`src/rtl/hsi_params.svh`:
```
`ifndef HSI_PARAMS_SVH
`define HSI_PARAMS_SVH

// Clocks per line bit, 2 or more
`define HSI_BIT_DIV 8

// Width of the bit-time counters
`define HSI_BIT_CNT_W 4

// Start, 8 data, parity, stop
`define HSI_FRAME_BITS 11

// Command queue entries, power of two
`define HSI_FIFO_DEPTH 4

`endif

```
`src/rtl/hsi_pkg.sv`:
```
package hsi_pkg;

	// One command byte as written by the host
	typedef logic [7:0] ccw_t;

	// Word recovered by the slave from the two return lines
	typedef struct packed {
		// Data bits taken from com1
		ccw_t data;
		// Even parity over data and parity bit failed
		logic parity_err;
		// Stop bit was sampled low
		logic frame_err;
		// com1 and com2 differed on at least one sample
		logic line_err;
	} rx_word_t;

endpackage

```
`src/rtl/ccw_gen.sv`:
```
`include "hsi_params.svh"

module ccw_gen (
	input  logic          clk,
	input  logic          rst_n,
	input  logic          wr_en,
	input  hsi_pkg::ccw_t wr_d,
	output logic          accepted,
	output logic          full,
	output hsi_pkg::ccw_t ccw_d,
	output logic          ccw_d_rdy,
	input  logic          ccw_take
);
	import hsi_pkg::*;

	localparam int AW = $clog2(`HSI_FIFO_DEPTH);

	ccw_t          mem [`HSI_FIFO_DEPTH];
	logic [AW-1:0] wr_ptr;
	logic [AW-1:0] rd_ptr;
	logic [AW:0]   count;
	logic          push;
	logic          pop;

	assign full      = (count == (AW + 1)'(`HSI_FIFO_DEPTH));
	assign ccw_d_rdy = (count != '0);
	assign ccw_d     = mem[rd_ptr];

	// Writes to a full queue are simply lost
	assign push = wr_en && !full;
	assign pop  = ccw_take && ccw_d_rdy;

	always_ff @(posedge clk) begin
		if (push)
			mem[wr_ptr] <= wr_d;
	end

	always_ff @(posedge clk or negedge rst_n) begin
		if (!rst_n) begin
			wr_ptr   <= '0;
			rd_ptr   <= '0;
			count    <= '0;
			accepted <= 1'b0;
		end else begin
			accepted <= push;
			if (push)
				wr_ptr <= wr_ptr + 1'b1;
			if (pop)
				rd_ptr <= rd_ptr + 1'b1;
			// Simultaneous push and pop leave the count alone
			case ({push, pop})
				2'b10: count <= count + 1'b1;
				2'b01: count <= count - 1'b1;
				default: count <= count;
			endcase
		end
	end

endmodule

```
`src/rtl/hsi_master.sv`:
```
`include "hsi_params.svh"

module hsi_master (
	input  logic          clk,
	input  logic          rst_n,
	input  hsi_pkg::ccw_t ccw_d,
	input  logic          ccw_d_rdy,
	output logic          ccw_take,
	output logic          tx_com1,
	output logic          tx_com2,
	output logic          tx_busy
);

	localparam int CNT_W = `HSI_BIT_CNT_W;
	localparam int IDX_W = $clog2(`HSI_FRAME_BITS);
	localparam int SR_W  = `HSI_FRAME_BITS - 1;

	logic [CNT_W-1:0] bit_cnt;
	logic [IDX_W-1:0] bit_idx;
	// Data LSB first, then parity, then stop
	logic [SR_W-1:0]  shift_q;
	logic             bit_end;
	logic             last_bit;
	logic             line_d;

	// Pick up a new byte only between frames
	assign ccw_take = !tx_busy && ccw_d_rdy;

	assign bit_end  = (bit_cnt == CNT_W'(`HSI_BIT_DIV - 1));
	assign last_bit = (bit_idx == IDX_W'(`HSI_FRAME_BITS - 1));

	// Next level for both lines
	always_comb begin
		line_d = tx_com1;
		if (ccw_take)
			line_d = 1'b0;
		else if (tx_busy && bit_end)
			line_d = last_bit ? 1'b1 : shift_q[0];
	end

	always_ff @(posedge clk or negedge rst_n) begin
		if (!rst_n) begin
			tx_busy <= 1'b0;
			bit_cnt <= '0;
			bit_idx <= '0;
			tx_com1 <= 1'b1;
			tx_com2 <= 1'b1;
		end else begin
			// Same source bit keeps the two lines identical
			tx_com1 <= line_d;
			tx_com2 <= line_d;
			if (ccw_take) begin
				tx_busy <= 1'b1;
				bit_cnt <= '0;
				bit_idx <= '0;
			end else if (tx_busy) begin
				if (bit_end) begin
					bit_cnt <= '0;
					bit_idx <= bit_idx + 1'b1;
					if (last_bit)
						tx_busy <= 1'b0;
				end else begin
					bit_cnt <= bit_cnt + 1'b1;
				end
			end
		end
	end

	always_ff @(posedge clk) begin
		if (ccw_take)
			shift_q <= {1'b1, ^ccw_d, ccw_d};
		else if (tx_busy && bit_end)
			shift_q <= shift_q >> 1;
	end

endmodule

```
`src/rtl/hsi_slave.sv`:
```
`include "hsi_params.svh"

module hsi_slave (
	input  logic              clk,
	input  logic              rst_n,
	input  logic              rx_com1,
	input  logic              rx_com2,
	output logic              word_valid,
	output hsi_pkg::rx_word_t word
);
	import hsi_pkg::*;

	localparam int CNT_W = `HSI_BIT_CNT_W;
	localparam int IDX_W = $clog2(`HSI_FRAME_BITS);
	localparam logic [IDX_W-1:0] STOP_IDX = IDX_W'(`HSI_FRAME_BITS - 1);
	localparam logic [IDX_W-1:0] PAR_IDX  = IDX_W'(`HSI_FRAME_BITS - 2);

	logic [1:0]       com1_sync;
	logic [1:0]       com2_sync;
	logic             com1;
	logic             com2;
	logic             com1_prev;
	logic             fall;
	logic             receiving;
	logic [CNT_W-1:0] bit_cnt;
	logic [IDX_W-1:0] bit_idx;
	logic             mid;
	logic             bit_end;
	logic             mism;
	ccw_t             data_sr;
	logic             par_acc;
	logic             line_acc;

	assign com1    = com1_sync[1];
	assign com2    = com2_sync[1];
	assign fall    = com1_prev && !com1;
	assign mid     = (bit_cnt == CNT_W'(`HSI_BIT_DIV / 2));
	assign bit_end = (bit_cnt == CNT_W'(`HSI_BIT_DIV - 1));
	assign mism    = (com1 != com2);

	always_ff @(posedge clk or negedge rst_n) begin
		if (!rst_n) begin
			com1_sync  <= 2'b11;
			com2_sync  <= 2'b11;
			com1_prev  <= 1'b1;
			receiving  <= 1'b0;
			bit_cnt    <= '0;
			bit_idx    <= '0;
			word_valid <= 1'b0;
		end else begin
			com1_sync  <= {com1_sync[0], rx_com1};
			com2_sync  <= {com2_sync[0], rx_com2};
			com1_prev  <= com1;
			word_valid <= 1'b0;
			if (!receiving) begin
				// Edge cycle counts as the first clock of the start bit
				if (fall) begin
					receiving <= 1'b1;
					bit_cnt   <= CNT_W'(1);
					bit_idx   <= '0;
				end
			end else begin
				bit_cnt <= bit_end ? '0 : bit_cnt + 1'b1;
				if (mid) begin
					bit_idx <= bit_idx + 1'b1;
					if (bit_idx == '0 && com1) begin
						// Start bit gone by mid-bit, glitch
						receiving <= 1'b0;
					end else if (bit_idx == STOP_IDX) begin
						receiving  <= 1'b0;
						word_valid <= 1'b1;
					end
				end
			end
		end
	end

	always_ff @(posedge clk) begin
		if (!receiving && fall) begin
			par_acc  <= 1'b0;
			line_acc <= 1'b0;
		end else if (receiving && mid) begin
			line_acc <= line_acc | mism;
			if (bit_idx != '0 && bit_idx <= PAR_IDX)
				par_acc <= par_acc ^ com1;
			if (bit_idx != '0 && bit_idx < PAR_IDX)
				data_sr <= {com1, data_sr[7:1]};
			if (bit_idx == STOP_IDX) begin
				word.data       <= data_sr;
				word.parity_err <= par_acc;
				word.frame_err  <= !com1;
				word.line_err   <= line_acc | mism;
			end
		end
	end

endmodule

```
`src/rtl/ccw_rx_log.sv`:
```
module ccw_rx_log (
	input  logic              clk,
	input  logic              rst_n,
	input  logic              word_valid,
	input  hsi_pkg::rx_word_t word,
	output logic              rx_valid,
	output hsi_pkg::ccw_t     rx_d,
	output logic              rx_parity_err,
	output logic              rx_frame_err,
	output logic              rx_line_err,
	output logic [7:0]        err_cnt
);
	import hsi_pkg::*;

	rx_word_t word_q;
	logic     has_err;

	assign has_err = word.parity_err || word.frame_err || word.line_err;

	always_ff @(posedge clk) begin
		if (word_valid)
			word_q <= word;
	end

	always_ff @(posedge clk or negedge rst_n) begin
		if (!rst_n) begin
			rx_valid <= 1'b0;
			err_cnt  <= '0;
		end else begin
			rx_valid <= word_valid;
			// Counter sticks at its top value
			if (word_valid && has_err && err_cnt != 8'hff)
				err_cnt <= err_cnt + 1'b1;
		end
	end

	assign rx_d          = word_q.data;
	assign rx_parity_err = word_q.parity_err;
	assign rx_frame_err  = word_q.frame_err;
	assign rx_line_err   = word_q.line_err;

endmodule

```
`src/rtl/hsi_link_top.sv`:
```
module hsi_link_top (
	input  logic          clk,
	input  logic          rst_n,
	input  logic          wr_en,
	input  hsi_pkg::ccw_t wr_d,
	output logic          accepted,
	output logic          full,
	output logic          tx_com1,
	output logic          tx_com2,
	output logic          tx_busy,
	input  logic          rx_com1,
	input  logic          rx_com2,
	output logic          rx_valid,
	output hsi_pkg::ccw_t rx_d,
	output logic          rx_parity_err,
	output logic          rx_frame_err,
	output logic          rx_line_err,
	output logic [7:0]    err_cnt
);
	import hsi_pkg::*;

	ccw_t     ccw_d;
	logic     ccw_d_rdy;
	logic     ccw_take;
	logic     word_valid;
	rx_word_t word;

	// Host queue feeding the transmitter
	ccw_gen ccw_gen_i (
		.clk(clk),
		.rst_n(rst_n),
		.wr_en(wr_en),
		.wr_d(wr_d),
		.accepted(accepted),
		.full(full),
		.ccw_d(ccw_d),
		.ccw_d_rdy(ccw_d_rdy),
		.ccw_take(ccw_take)
	);

	hsi_master hsi_master_i (
		.clk(clk),
		.rst_n(rst_n),
		.ccw_d(ccw_d),
		.ccw_d_rdy(ccw_d_rdy),
		.ccw_take(ccw_take),
		.tx_com1(tx_com1),
		.tx_com2(tx_com2),
		.tx_busy(tx_busy)
	);

	// Return path from the external loop
	hsi_slave hsi_slave_i (
		.clk(clk),
		.rst_n(rst_n),
		.rx_com1(rx_com1),
		.rx_com2(rx_com2),
		.word_valid(word_valid),
		.word(word)
	);

	ccw_rx_log ccw_rx_log_i (
		.clk(clk),
		.rst_n(rst_n),
		.word_valid(word_valid),
		.word(word),
		.rx_valid(rx_valid),
		.rx_d(rx_d),
		.rx_parity_err(rx_parity_err),
		.rx_frame_err(rx_frame_err),
		.rx_line_err(rx_line_err),
		.err_cnt(err_cnt)
	);

endmodule

```
`config.mk`:
```
export PLATFORM = sky130hd
export DESIGN_NAME = hsi_link_top
export DESIGN_NICKNAME = d
export VERILOG_FILES = /design/src/rtl/hsi_pkg.sv /design/src/rtl/ccw_gen.sv /design/src/rtl/hsi_master.sv /design/src/rtl/hsi_slave.sv /design/src/rtl/ccw_rx_log.sv /design/src/rtl/hsi_link_top.sv
export VERILOG_INCLUDE_DIRS = /design/src /design/src/rtl
export SDC_FILE = /design/constraint.sdc
export NUM_CORES = 1
export LEC_CHECK = 0
export ABC_AREA = 1
export BUFFER_PORTS_ARGS = -buffer_cell sky130_fd_sc_hd__buf_2
export CAP_MARGIN = 0
export CORE_MARGIN = 4
export CORE_UTILIZATION = 55
export DETAILED_ROUTE_END_ITERATION = 10
export GPL_TIMING_DRIVEN = 0
export MAX_ROUTING_LAYER = met4
export PLACE_DENSITY = 0.76
export RECOVER_POWER = 100
export SLEW_MARGIN = 10
export SYNTH_ARGS = -nofsm -noshare
export SYNTH_HDL_FRONTEND = slang
export SYNTH_SLANG_ARGS = --single-unit
```
`constraint.sdc`:
```
create_clock -name clk -period 2.67 [get_ports clk]
set_input_delay 0.534 -clock clk [delete_from_list [all_inputs] [get_ports clk]]
set_output_delay 0.534 -clock clk [all_outputs]
set_load 0.01 [all_outputs]
```
==> qor.csv <==
metric,value,unit
wirelength,8520,µm
r2r_setup_slack,450,ps
crit_type,reg -> reg,
worst_slack,449,ps
dp_hpwl,5590,µm
vdd.ir_drop.worst,0.000636,V
p_leak,2.50,nW
wl_met3,394,µm
synth_area,0.00489,mm²
cts-root-buf,clkbuf_8,
synth-seq-cells,116,
numPortBuffers,37,
synth-adder-area-share,4.50,%
clk_path_buf_depth,2,
nets,531,
drt_iter0_markers,158,
fp.dieH,102,µm
num-fill-cells,648,
synthXorXnorAreaFrac,2.51,%
yosysSeqAreaShare,66.4,%
area_growth,17.4,%
htreeDepth,4,
dpl.cell_count,590,
drc_errors,0,
yosysUniqueCellTypes,30,
multiInputGateArea,0.00140,mm²
ys_warn_count,0,
cts_tree,done,
regArea,0.00325,mm²
startpoint,hsi_slave_i.bit_cnt[0],
p_per_area,896,mW/mm²
fmax,450,MHz
cp_max_fo,8,
placed_area,0.00521,mm²
ioPinCount,38,
max_stage_delay,930,ps
antennaDiodeCount,0,
crit_end,hsi_slave_i.data_sr[6],
crit_chain,inv_1 -> ha_1 -> nand4_1 -> nor3_1,
cp-end-kind,register,
relSlewSlack,28.1,%
top_layer,met4,
cts_made_buffers,17,
arrival,2340,ps
cts_sinks,116,
layout_commonest_cell,nand2_1,
fin_area,0.00575,mm²
grt_pass1_wl,14300,µm
drtPass1Iterations,4,
synth_compound_area_share,4.35,%
grt_max_degree,43,
ctsHoldBuffers,0,
rsz0062_at_grt,false,
cp-start-kind,register,
vias_per_cell,5.12,
synthesis.nets,475,
fin_cells,622,
cp.depth,4,
synthCells,445,
synth_top_family_by_area,simple AND/OR/NAND/NOR gates,
cts_resized,0,
coreArea,0.00868,mm²
final_cell_mix,"nand2_1 (139), edfxtp_1 (71), inv_1 (41)",
path_clk_slew,60,ps
die_width,102,µm
dieArea,0.0105,mm²
post_cts_buffers,0,
ant_nets,0,
fin_setup_tns,0,ps
min_path_type,in -> reg,
fin_worst_skew,7.30,ps
num_rows,34,
num_vias,3185,
drive_gt1_share,10.9,%
wl_met2,3980,µm
critical_path_required,2790,ps
m1WireLength,4000,µm
synthMuxAreaShare,0,%
overflow,0,
final_hold_viol_count,0,
timing.hold.ws,122,ps
final_max_slew_viol_count,0,
gp_congestion,0.822,
grt_use_total,18.6,%
status,completed,
grt_pass1_vias,3109,
syn_avg_cell_area,11.0,µm²
drv_cap,0,
fin_crit_sh,83.2,%
r2r-end,hsi_slave_i.data_sr[6],
worst_skew_pair.late_latency,510,ps
yosys.area_share.simple,17.4,%
start_util,56.4,%
grt_antenna_before_repair,0,
cpLargestDelayFamily,simple AND/OR/NAND/NOR gates,
tightest_slew,1070,ps
reg2regPathDepth,4,
setup_viol_count_final,0,
cp_num_buf_inv,1,
regToRegStartpoint,hsi_slave_i.bit_cnt[0],
cp_slowest_cell,nor3_1,
wl_per_cell,13.7,µm
pre_cts_ws,524,ps
min_period,2220,ps
-- state kept, by name, summed over array words and instances, names as in the netlist, 3 cells and up --
name,count
hsi_slave_i.bit_cnt,4
ccw_gen_i.mem,32
hsi_slave_i.data_sr,8
ccw_gen_i.count,3
hsi_master_i.bit_idx,4
ccw_rx_log_i.rx_d,8
hsi_master_i.shift_q,10
hsi_slave_i.bit_idx,4
ccw_rx_log_i.err_cnt,8
hsi_slave_i.word,11
hsi_master_i.bit_cnt,4
-- Yosys cell counts --
cell type  count  area share (%)
ha_1          16             4.1
nand3_1       32             3.3
nand2_2        6            0.77
edfxtp_1      71              44
xnor2_1        7             1.3
buf_1          1           0.077
fa_1           1            0.41
inv_1         40             3.1
o21ai_0       23             2.4
clkbuf_1       1           0.077
o31ai_1        2            0.31
nand2_1      139              11
nand4_2        1            0.26
nor2_1        22             1.7
buf_6          3            0.69
inv_6          1            0.18
a22o_1         1            0.18
nor3_1         4            0.41
dfrtp_1       36              18
a311oi_1       1            0.18
inv_2          4            0.31
buf_4          1            0.15
nand4_1        3            0.38
a21oi_1        9            0.92
dfstp_2        6             3.2
a221o_1        1            0.20
o211a_1        1            0.20
dfxtp_1        3             1.2
buf_2          2            0.20
xor2_1         7             1.3
-- stage by stage --
stage | util, % | total power (W)
floorplan | - | 0.00279
global placement | 60.1 | 0.00295
detailed placement | 60.1 | 0.00300
CTS | 66.8 | 0.00521
global route | 66.2 | 0.00542
finish | 66.2 | 0.00515
-- cell type report --
cell class	instances	share of cell area, %
repair buffers	37	2.53
clock buffers	18	7.45
flip-flops and latches	116	56.6
clock inverters	14	2.66
plain buffers	8	1.00
inverters	45	3.03
multi-input cells	276	24.4
well taps	108	2.35
-- power breakdown --
part | total, W | switching, W | leakage [nW] | internal (W)
combinational | 0.000682 | 0.000455 | 1.04 | 0.000227
clock | 0.00218 | 0.000823 | 0.274 | 0.00136
sequential | 0.00228 | 0.000130 | 1.19 | 0.00215
total | 0.00515 | 0.00141 | 2.50 | 0.00374
-- routing by layer --
layer	global-route usage, %	vias to the layer above
met3	4.71	15
met4	8.88	0
li1	-	1592
met2	28.5	66
met5	-	-
met1	23.2	1512
-- worst min-delay path by stage --
stage | slack (ps) | cells past startpoint | start | endpoint
2_1_floorplan | 240 | 0 | rst_n | ccw_gen_i.accepted
3_3_place_gp | 350 | 0 | hsi_slave_i.com2_sync[0] | hsi_slave_i.com2_sync[1]
3_5_place_dp | 350 | 0 | hsi_slave_i.com1_sync[0] | hsi_slave_i.com1_sync[1]
4_1_cts | 90 | 1 | rx_com2 | hsi_slave_i.com2_sync[0]
5_1_grt | 90 | 1 | rx_com1 | hsi_slave_i.com1_sync[0]
6_report | 120 | 1 | rx_com2 | hsi_slave_i.com2_sync[0]
-- cells by family (layout without fill, tap and decap cells) --
logic type                 Yosys count  after routing
buffers and inverters               53            122
and+or+nand+nor                    207            207
adders and majority gates           17             17
DFF                                116            116
AOI/OAI and AO/OA                   38             38
xor gates and xnor gates            14             14
(Power assumes the default switching activity.)
